[src/wr_cfg_pkg.sv]
////////////////////
// widths and sizes shared by the write engine
// line size is fixed at 128 bytes, so one command moves at most 512 bytes
// CNT_W must hold BUF_DEPTH, CMD_CREDITS and MAX_OUTSTANDING
////////////////////

package wr_cfg_pkg;

	// address and job length
	localparam int ADDR_W = 64;
	localparam int LEN_W = 32;

	// one cache line is carried as two halves
	localparam int HALF_W = 512;
	localparam int LINE_BYTES = 128;

	// item size in lines, 1 to 4
	localparam int SIZE_W = 3;

	// command byte size field
	localparam int BYTES_W = 12;

	// credit and window counters
	localparam int CNT_W = 16;

endpackage
[src/wr_cmd_pkg.sv]
////////////////////
// job, data, command and response types of the write engine
// every command uses strict ordering, so no ordering field is carried
////////////////////

package wr_cmd_pkg;

	import wr_cfg_pkg::*;

	// write opcodes
	typedef enum logic [1:0] {
		op_write_ms = 2'b01,
		op_write_na = 2'b10
	} wr_op_e;

	// job control states
	typedef enum logic [2:0] {
		st_idle    = 3'd0,
		st_start   = 3'd1,
		st_req     = 3'd2,
		st_pending = 3'd3,
		st_done    = 3'd4
	} wr_state_e;

	// mode set selects write with ownership
	typedef struct packed {
		logic              valid;
		logic [ADDR_W-1:0] base;
		logic [LEN_W-1:0]  len;
		logic              mode;
	} wr_job_t;

	// one item: line offset within the job, size in lines, two halves
	typedef struct packed {
		logic              valid;
		logic [LEN_W-1:0]  offset;
		logic [SIZE_W-1:0] size;
		logic [HALF_W-1:0] half0;
		logic [HALF_W-1:0] half1;
	} wr_data_t;

	typedef struct packed {
		logic               valid;
		wr_op_e             op;
		logic [ADDR_W-1:0]  addr;
		logic [BYTES_W-1:0] bytes;
		logic [SIZE_W-1:0]  lines;
	} wr_cmd_t;

	typedef struct packed {
		logic              valid;
		logic [HALF_W-1:0] half0;
		logic [HALF_W-1:0] half1;
	} wr_line_t;

	typedef struct packed {
		logic              valid;
		logic [SIZE_W-1:0] lines;
	} wr_resp_t;

endpackage

[src/wr_job_ctrl.sv]
////////////////////
// job FSM: one job at a time, a job pulse outside idle is ignored
// at most MAX_OUTSTANDING commands per window, then waits for all responses
// job_base.valid is high only in the cycle after acceptance
////////////////////

`timescale 1ns/1ps

module wr_job_ctrl #(
	parameter int MAX_OUTSTANDING = 6
) (
	input  logic                         clock,
	input  logic                         rstn,
	input  wr_cmd_pkg::wr_job_t          job,
	input  logic                         sent,
	input  logic [wr_cfg_pkg::LEN_W-1:0] remaining,
	input  wr_cmd_pkg::wr_resp_t         resp_in,
	output logic                         issue_en,
	output wr_cmd_pkg::wr_job_t          job_base,
	output logic                         job_busy,
	output logic                         job_done,
	output logic [wr_cfg_pkg::LEN_W-1:0] lines_done
);

	import wr_cfg_pkg::*;
	import wr_cmd_pkg::*;

	wr_state_e        state;
	wr_state_e        state_nxt;
	logic [CNT_W-1:0] send_cnt;
	logic [CNT_W-1:0] resp_cnt;
	logic             accept;
	logic             win_open;
	logic             load_q;
	wr_job_t          job_q;

	assign accept = (state == st_idle) && job.valid;

	// window still has room and the job still has lines
	assign win_open = (send_cnt < CNT_W'(MAX_OUTSTANDING)) && (remaining != '0);

	assign issue_en = (state == st_req) && win_open;
	assign job_busy = (state != st_idle);
	assign job_done = (state == st_done) && (remaining == '0);

	////////////////////
	// state machine
	////////////////////

	always_ff @(posedge clock or negedge rstn) begin
		if (!rstn)
			state <= st_idle;
		else
			state <= state_nxt;
	end

	always_comb begin
		state_nxt = state;
		case (state)
			st_idle: begin
				if (accept)
					state_nxt = st_start;
			end
			st_start: begin
				state_nxt = st_req;
			end
			st_req: begin
				if (!win_open)
					state_nxt = st_pending;
			end
			st_pending: begin
				// last response of the window is in
				if (resp_cnt == send_cnt)
					state_nxt = st_done;
			end
			st_done: begin
				if (remaining == '0)
					state_nxt = st_idle;
				else
					state_nxt = st_start;
			end
			default: begin
				state_nxt = st_idle;
			end
		endcase
	end

	////////////////////
	// window counts
	////////////////////

	always_ff @(posedge clock or negedge rstn) begin
		if (!rstn) begin
			send_cnt <= '0;
			resp_cnt <= '0;
		end else if (state == st_start) begin
			send_cnt <= '0;
			resp_cnt <= '0;
		end else begin
			if (sent)
				send_cnt <= send_cnt + 1'b1;
			if (resp_in.valid)
				resp_cnt <= resp_cnt + 1'b1;
		end
	end

	// completed lines, kept across jobs
	always_ff @(posedge clock or negedge rstn) begin
		if (!rstn)
			lines_done <= '0;
		else if (resp_in.valid)
			lines_done <= lines_done + LEN_W'(resp_in.lines);
	end

	////////////////////
	// job latch
	////////////////////

	always_ff @(posedge clock or negedge rstn) begin
		if (!rstn)
			load_q <= 1'b0;
		else
			load_q <= accept;
	end

	always_ff @(posedge clock) begin
		if (accept)
			job_q <= job;
	end

	// valid marks the load cycle for the issue stage
	always_comb begin
		job_base = job_q;
		job_base.valid = load_q;
	end

endmodule

[config.mk]
export PLATFORM = sky130hd
export DESIGN_NAME = wr_job_ctrl
export DESIGN_NICKNAME = d
export VERILOG_FILES = /design/src/wr_cfg_pkg.sv /design/src/wr_cmd_pkg.sv /design/src/wr_job_ctrl.sv
export SDC_FILE = /design/constraint.sdc
export NUM_CORES = 1
export LEC_CHECK = 0
export BUFFER_PORTS_ARGS = -buffer_cell sky130_fd_sc_hd__buf_2
export CAP_MARGIN = 20
export CORE_UTILIZATION = 45
export DETAILED_ROUTE_END_ITERATION = 16
export PLACE_DENSITY_LB_ADDON = 0.1
export SETUP_SLACK_MARGIN = 0.1
export SLEW_MARGIN = 20
export SYNTH_ARGS = -nofsm -noshare
export SYNTH_HDL_FRONTEND = slang
export SYNTH_SLANG_ARGS = --single-unit
[constraint.sdc]
create_clock -name clock -period 15.6 [get_ports clock]
set_clock_uncertainty 0.1 [all_clocks]
set_input_delay 0.78 -clock clock [delete_from_list [all_inputs] [get_ports clock]]
set_output_delay 0.78 -clock clock [all_outputs]
set_load 0.01 [all_outputs]
==> impl_metrics.env, run 1 <==
export IMPL_outcome="completed"
export IMPL_grt_max_degree=98
export IMPL_end_kind="primary output"
export IMPL_yosys_warnings=0
export IMPL_cts_resized=0
export IMPL_ys_seq_area_share_pct=71.9
export IMPL_die_area_um2=14700
export IMPL_fmax_mhz=334
export IMPL_grtUsageMet2_pct=35.1
export IMPL_drive_gt1_share_pct=42.9
export IMPL_ys_types=43
export IMPL_path_class="in2out"
export IMPL_regToRegEndpoint="lines_done[30]"
export IMPL_hpwlAfterDp_mm=11.6
export IMPL_routed_via_density=4.94
export IMPL_synth_top_family_by_area="simple AND/OR/NAND/NOR gates"
export IMPL_ys_flop_type="edfxtp_1"
export IMPL_whs_path_depth=1
export IMPL_relSlewSlack_pct=42.5
export IMPL_drtAntennaViolNets=0
export IMPL_htree_levels=4
export IMPL_utilization_pct=61.5
export IMPL_ir_worst_vdd_v=0.0000670
export IMPL_cts_hold_buf=0
export IMPL_drt_total_wl_mm=15.4
export IMPL_seq_area_um2=4610
export IMPL_synth_area_um2=6420
export IMPL_dpl_cell_count=887
export IMPL_syn2layout_area_growth_pct=33.1
export IMPL_worstHoldStart="lines_done[31]"
export IMPL_cp_start_kind="input port"
export IMPL_cpMostUsedCell="buf_2"
export IMPL_worst_pin_slew_ns=0.862
export IMPL_insertion_delay_ns=0.42
export IMPL_worstPathCellList="buf_2 -> nor4_1 -> nand2_1 -> nor4_2 -> and3_1 -> buf_2"
export IMPL_synth_edf_count=97
export IMPL_synthSimpleGateAreaFrac_pct=13.2
export IMPL_reg2reg_depth=8
export IMPL_cp_required_ns=14.72
export IMPL_die_x_um=121
export IMPL_syn_area_per_cell_um2=14.5
export IMPL_fin_crit_ns=2.99
export IMPL_p_leak_uw=0.00378
export IMPL_slew_violations=0
export IMPL_remaining_drc_errors=0
export IMPL_dr_pass1_iters=5
export IMPL_critPathArrivalTime_ns=2.11
export IMPL_place_gp_congestion=0.818
export IMPL_powerDensity_nw_per_um2=137
export IMPL_cts_clk_slew_worst_paths_ns=0.06
export IMPL_synth_compound_area_share_pct=1.85
export IMPL_grt_first_pass_wirelength_mm=23.2
export IMPL_grt_usage_pct=21.3
export IMPL_nFillCells=1139
export IMPL_crit_path_max_fanout=3
export IMPL_synth_mux_area_fraction_pct=0.663
export IMPL_r2r_slack_ns=13.16
export IMPL_start_util_pct=46.2
export IMPL_synthCells=444
export IMPL_coreArea_um2=13900
export IMPL_cts_sinks=165
export IMPL_ys_seq_elements=165
export IMPL_fp_row_count=43
export IMPL_multi_input_area_um2=1740
export IMPL_via_count=4542
export IMPL_nNetsFinal=869
export IMPL_cap_violations=0
export IMPL_synth_adder_area_share_pct=1.29
export IMPL_syn_num_nets=587
export IMPL_io_pins=270
export IMPL_min_to="lines_done[31]"
export IMPL_grt_util_met3_pct=5.97
export IMPL_grt_ovfl_total=0
export IMPL_io_buffers=269
export IMPL_rr_startpoint="lines_done[0]"
export IMPL_cts_root_buf="clkbuf_16"
export IMPL_clockBufferDepth=2
export IMPL_post_cts_setup_buffers=0
export IMPL_timing_setup_tns_ns=0
export IMPL_top_usage_layer="met2"
export IMPL_synthArstFlopShare_pct=41.2
export IMPL_post_route_period_util_pct=19.2
export IMPL_drt_iter0_markers=326
export IMPL_rsz0062_at_grt="no"
export IMPL_setup_viol=0
export IMPL_fp_dieH_um=121
export IMPL_final_hold_viol_count=0
export IMPL_wl_per_cell_um=16.7
export IMPL_grt_use_met1_pct=26.5
export IMPL_cts_tree="done"
export IMPL_antenna_found_initial=3
export IMPL_synth_xor_xnor_area_share_pct=9.96
export IMPL_critPathLaunch="remaining[17]"
export IMPL_layoutNonFillerInstCount=920
export IMPL_hold_class="reg2reg"
export IMPL_cp_slowest_cell="nor4_2"
export IMPL_cts_buffers=17
export IMPL_first_global_vias=4269
export IMPL_critPathMaxStageDelay_ns=0.43
## registers in the layout, summed over array words and instances (netlist names)
name	cells
resp_cnt	16
job_base	97
state	3
send_cnt	16
load_q	1
lines_done	32
## cells in the mapped netlist (2+ instances only)
| cell | count | share of area (%) |
|---|---|---|
| nor2b_1 | 2 | 0.19 |
| xor2_1 | 28 | 3.8 |
| nor2_1 | 37 | 2.2 |
| and3_1 | 9 | 0.88 |
| nand2_1 | 33 | 1.9 |
| and4_1 | 2 | 0.27 |
| nand4_1 | 21 | 2.0 |
| dfrtp_1 | 68 | 27 |
| mux2_2 | 2 | 0.35 |
| inv_1 | 8 | 0.47 |
| ha_1 | 5 | 0.97 |
| and2_1 | 4 | 0.39 |
| edfxtp_1 | 97 | 45 |
| clkbuf_1 | 6 | 0.35 |
| a21oi_1 | 6 | 0.47 |
| o21a_1 | 3 | 0.35 |
| nand3_1 | 9 | 0.70 |
| xnor2_1 | 45 | 6.1 |
| nor3_1 | 10 | 0.78 |
| o21ai_0 | 5 | 0.39 |
| nor4_1 | 12 | 1.2 |
| or3_1 | 6 | 0.58 |
| nor2_2 | 3 | 0.29 |
| nor4_2 | 3 | 0.58 |
| mux2i_1 | 2 | 0.31 |
## layer usage
metal,part of all wire (%),up-vias
li1,-,2158
met3,7.1,21
met2,51,156
met4,1.4,4
met5,0.19,-
met1,40,2203
## cell families after synthesis
| group | count (synthesis) |
|---|---|
| AO/OA/AOI/OAI | 19 |
| multiplexers | 4 |
| XOR/XNOR | 73 |
| AND/OR/NAND/NOR | 160 |
| flip-flops | 165 |
| adder cells (fa/ha/maj) | 6 |
| buffers and inverters | 17 |
## through the flow
step	power (uW)	hold WS [ns]	setup slack [ns]	instance area (um2)
finish	1170	0.361	12.61	8540
global route	1230	0.390	12.49	8540
floorplan	702	0.384	9.98	6420
global placement	787	0.356	12.72	7980
CTS	1190	0.369	12.59	8530
detailed placement	793	0.357	12.60	7980
## critical path, delay by kind of cell
family / cells / cell delay (ns)
buffers and inverters: 2 / 0.22
AND/OR/NAND/NOR: 4 / 1.11
## report_power, final
| group | total [uW] | internal (uW) | switching (uW) |
|---|---|---|---|
| Sequential | 567 | 528 | 39.0 |
| Clock | 390 | 221 | 169 |
| Combinational | 216 | 92.6 | 123 |
## cell type report
| type | count | share of cell area [%] |
|---|---|---|
| antenna | 1 | 0.0293 |
| clock buffer | 18 | 5.02 |
| clock inverter | 14 | 1.48 |
| inverter | 8 | 0.352 |
| multi-input combinational | 262 | 20.4 |
| sequential | 165 | 54.0 |
| tap | 180 | 2.64 |
| timing repair buffer | 272 | 16.1 |
## how the worst max path moves through the flow
stage          slack, ns       end
2_1_floorplan       9.98    load_q
3_3_place_gp       12.72  job_done
3_5_place_dp       12.60  job_done
4_1_cts            12.59  job_done
5_1_grt            12.49  job_done
6_report           12.61  job_done
## cells in the final DEF (no fill, tap or decap), types with 3 or more instances in the layout
| cell type | n |
|---|---|
| nand2_1 | 33 |
| nor4_2 | 3 |
| nor4_1 | 12 |
| or3_1 | 6 |
| inv_6 | 3 |
| clkinvlp_4 | 3 |
| ha_1 | 5 |
| a21oi_1 | 6 |
| nand4_1 | 21 |
| edfxtp_1 | 97 |
| and3_1 | 9 |
| o21a_1 | 3 |
| buf_2 | 269 |
| dfrtp_1 | 68 |
| xnor2_1 | 45 |
| xor2_1 | 28 |
| clkbuf_16 | 17 |
| nor3_1 | 10 |
| nor2_2 | 3 |
| o21ai_0 | 5 |
| nor2_1 | 36 |
| nand3_1 | 9 |
| and2_1 | 4 |
| inv_1 | 8 |
Note: power is estimated with default switching activity, not from simulation.
==> inputs of run 2 (changes only) <==
--- a/config.mk
+++ b/config.mk
@@ -7,7 +7,7 @@
 export LEC_CHECK = 0
 export BUFFER_PORTS_ARGS = -buffer_cell sky130_fd_sc_hd__buf_2
 export CAP_MARGIN = 20
-export CORE_UTILIZATION = 45
+export CORE_UTILIZATION = 43
 export DETAILED_ROUTE_END_ITERATION = 16
 export PLACE_DENSITY_LB_ADDON = 0.1
 export SETUP_SLACK_MARGIN = 0.1
==> constraint.sdc (replaced) <==
create_clock -name clock -period 2.7 [get_ports clock]
set_clock_uncertainty 0.1 [all_clocks]
set_input_delay 0.135 -clock clock [delete_from_list [all_inputs] [get_ports clock]]
set_output_delay 0.135 -clock clock [all_outputs]
set_load 0.01 [all_outputs]
==> run 2 against run 1 <==
Against the previous run:
- via count increased by 9.2%
- power grew to 6.1 times the previous value
- sequential share of layout area shrank 6.3 points
- register-to-register slack got worse by 13 ns
- critical path type is now reg2reg
- sequential power increased to 5.8 times the previous value
- flip-flop and latch count did not move
- largest power group unchanged
- design area rose by 13%
- combinational power grew to 6.4 times the previous value
==> impl_metrics.env, run 2 (same netlist as run 1, synthesis figures left out) <==
export IMPL_hpwlAfterDp_mm=11.5
export IMPL_routed_via_density=4.82
export IMPL_remaining_drc_errors=0
export IMPL_syn2layout_area_growth_pct=50.5
export IMPL_cap_violations=0
export IMPL_slew_violations=0
export IMPL_cts_hold_buf=102
export IMPL_relSlewSlack_pct=54.1
export IMPL_dr_pass1_iters=6
export IMPL_final_cell_mix="buf_2 (269), dlygate4sd3_1 (102), edfxtp_1 (97), dfrtp_1 (68), xnor2_1 (45)"
export IMPL_first_global_vias=4829
export IMPL_worst_pin_slew_ns=0.683
export IMPL_drt_total_wl_mm=17.4
export IMPL_final_hold_viol_count=0
export IMPL_coreArea_um2=14500
export IMPL_final_common_cell="buf_2"
export IMPL_die_area_um2=15400
export IMPL_cts_root_buf="clkbuf_16"
export IMPL_end_kind="flop"
export IMPL_grt_first_pass_wirelength_mm=25.2
export IMPL_seq_area_um2=4610
export IMPL_p_leak_uw=0.00426
export IMPL_cp_required_ns=2.90
export IMPL_post_cts_setup_buffers=0
export IMPL_pre_cts_ws_ns=0.386
export IMPL_ir_worst_vdd_v=0.000471
export IMPL_worst_slack_ns=0.353
export IMPL_grt_usage_pct=22.3
export IMPL_critPathMaxStageDelay_ns=0.46
export IMPL_setup_viol=0
export IMPL_outcome="completed"
export IMPL_r2r_slack_ns=0.35
export IMPL_grt_max_degree=99
export IMPL_drtAntennaViolNets=0
export IMPL_cp_start_kind="flop"
export IMPL_post_route_period_util_pct=86.9
export IMPL_cts_buffers=17
export IMPL_hold_class="in2reg"
export IMPL_nFillCells=1077
export IMPL_place_gp_congestion=0.798
export IMPL_via_count=4960
export IMPL_wl_per_cell_um=17.0
export IMPL_antenna_found_initial=2
export IMPL_critPathArrivalTime_ns=2.55
export IMPL_grt_ovfl_total=0
export IMPL_place_area_um2=8020
export IMPL_powerDensity_nw_per_um2=744
export IMPL_nNetsFinal=972
export IMPL_drt_iter0_markers=376
export IMPL_fp_dieH_um=124
export IMPL_path_class="reg2reg"
export IMPL_htree_levels=4
export IMPL_die_x_um=124
export IMPL_rsz0062_at_grt="no"
export IMPL_cts_clk_slew_worst_paths_ns=0.06
export IMPL_insertion_delay_ns=0.42
export IMPL_clockBufferDepth=2
export IMPL_drive_gt1_share_pct=38.0
export IMPL_start_util_pct=44.2
export IMPL_fmax_mhz=426
export IMPL_cp_slowest_cell="nor3_1"
export IMPL_crit_path_max_fanout=4
export IMPL_multi_input_area_um2=1750
export IMPL_fp_row_count=44
export IMPL_largest_register_ffs=97
export IMPL_cts_tree="done"
export IMPL_design_area_um2=9660
export IMPL_fin_crit_ns=2.35
export IMPL_worstPathCellList="ha_1 -> inv_1 -> fa_1 -> nor2b_1 -> o2111ai_1 -> nor3_1 -> nand4_1 -> xnor2_1"
export IMPL_cts_resized=0
export IMPL_io_pins=270
export IMPL_io_buffers=269
export IMPL_cts_sinks=165
run 2: cell types whose count changed in the layout (fill, tap and decap cells not counted), moves of 2 or more:
cell | previous run | this run
clkinvlp_4 | 3 | 1
buf_12 | 0 | 2
bufinv_16 | 1 | 3
dlygate4sd3_1 | 0 | 102
inv_6 | 3 | 6
run 2: final cells by class:
| cell class | count | share of cell area (%) |
|---|---|---|
| Sequential cell | 165 | 47.8 |
| Timing Repair Buffer | 375 | 25.1 |
| Multi-Input combinational cell | 262 | 18.1 |
| Clock buffer | 17 | 4.40 |
| Tap cell | 184 | 2.38 |
| Clock inverter | 15 | 1.97 |
| Inverter | 8 | 0.311 |
| Antenna cell | 2 | 0.0518 |
run 2: worst paths after layout:
check	from	end	depth (start not counted)
hold / removal	resp_in[1]	lines_done[1]	4
max in group asynchronous	rstn	lines_done[23]	3
hold reg to reg	lines_done[31]	lines_done[31]	1
setup reg to reg	lines_done[0]	lines_done[30]	8
min in group asynchronous	rstn	send_cnt[15]	2
setup / recovery	lines_done[0]	lines_done[30]	8
run 2: worst max-delay path, delay by kind of cell (launching register included):
family                     cells  cell delay, ns
AOI/OAI and AO/OA              1            0.16
xor gates and xnor gates       1            0.15
adders and majority gates      2            0.61
buffers and inverters          1            0.06
DFF                            1            0.36
and+or+nand+nor                3            0.80
run 2: layer usage:
| metal | share of wire [%] | global-route usage [%] | routed length [um] |
|---|---|---|---|
| met1 | 40 | 26.3 | 6950 |
| met3 | 6.3 | 4.90 | 1100 |
| met5 | 0 | 0 | 0 |
| met4 | 2.2 | 9.60 | 378 |
| met2 | 52 | 39.0 | 9010 |
run 2: power by group:
part | switching (uW) | internal (uW)
clock | 1040 | 1480
sequential | 229 | 3050
combinational | 748 | 646
run 2: through the flow:
stage	hold WS, ns	TNS, ns	power, uW	util, %	std cells
after floorplan	-0.261	-13.04	4040	-	444
after global placement	-0.0178	0	4560	55.2	892
after detailed placement	-0.0184	0	4590	55.2	892
after CTS	0.0470	0	7240	66.5	1026
after global routing	0.0886	0	7530	66.5	1028
final	0.0578	0	7190	66.5	1028
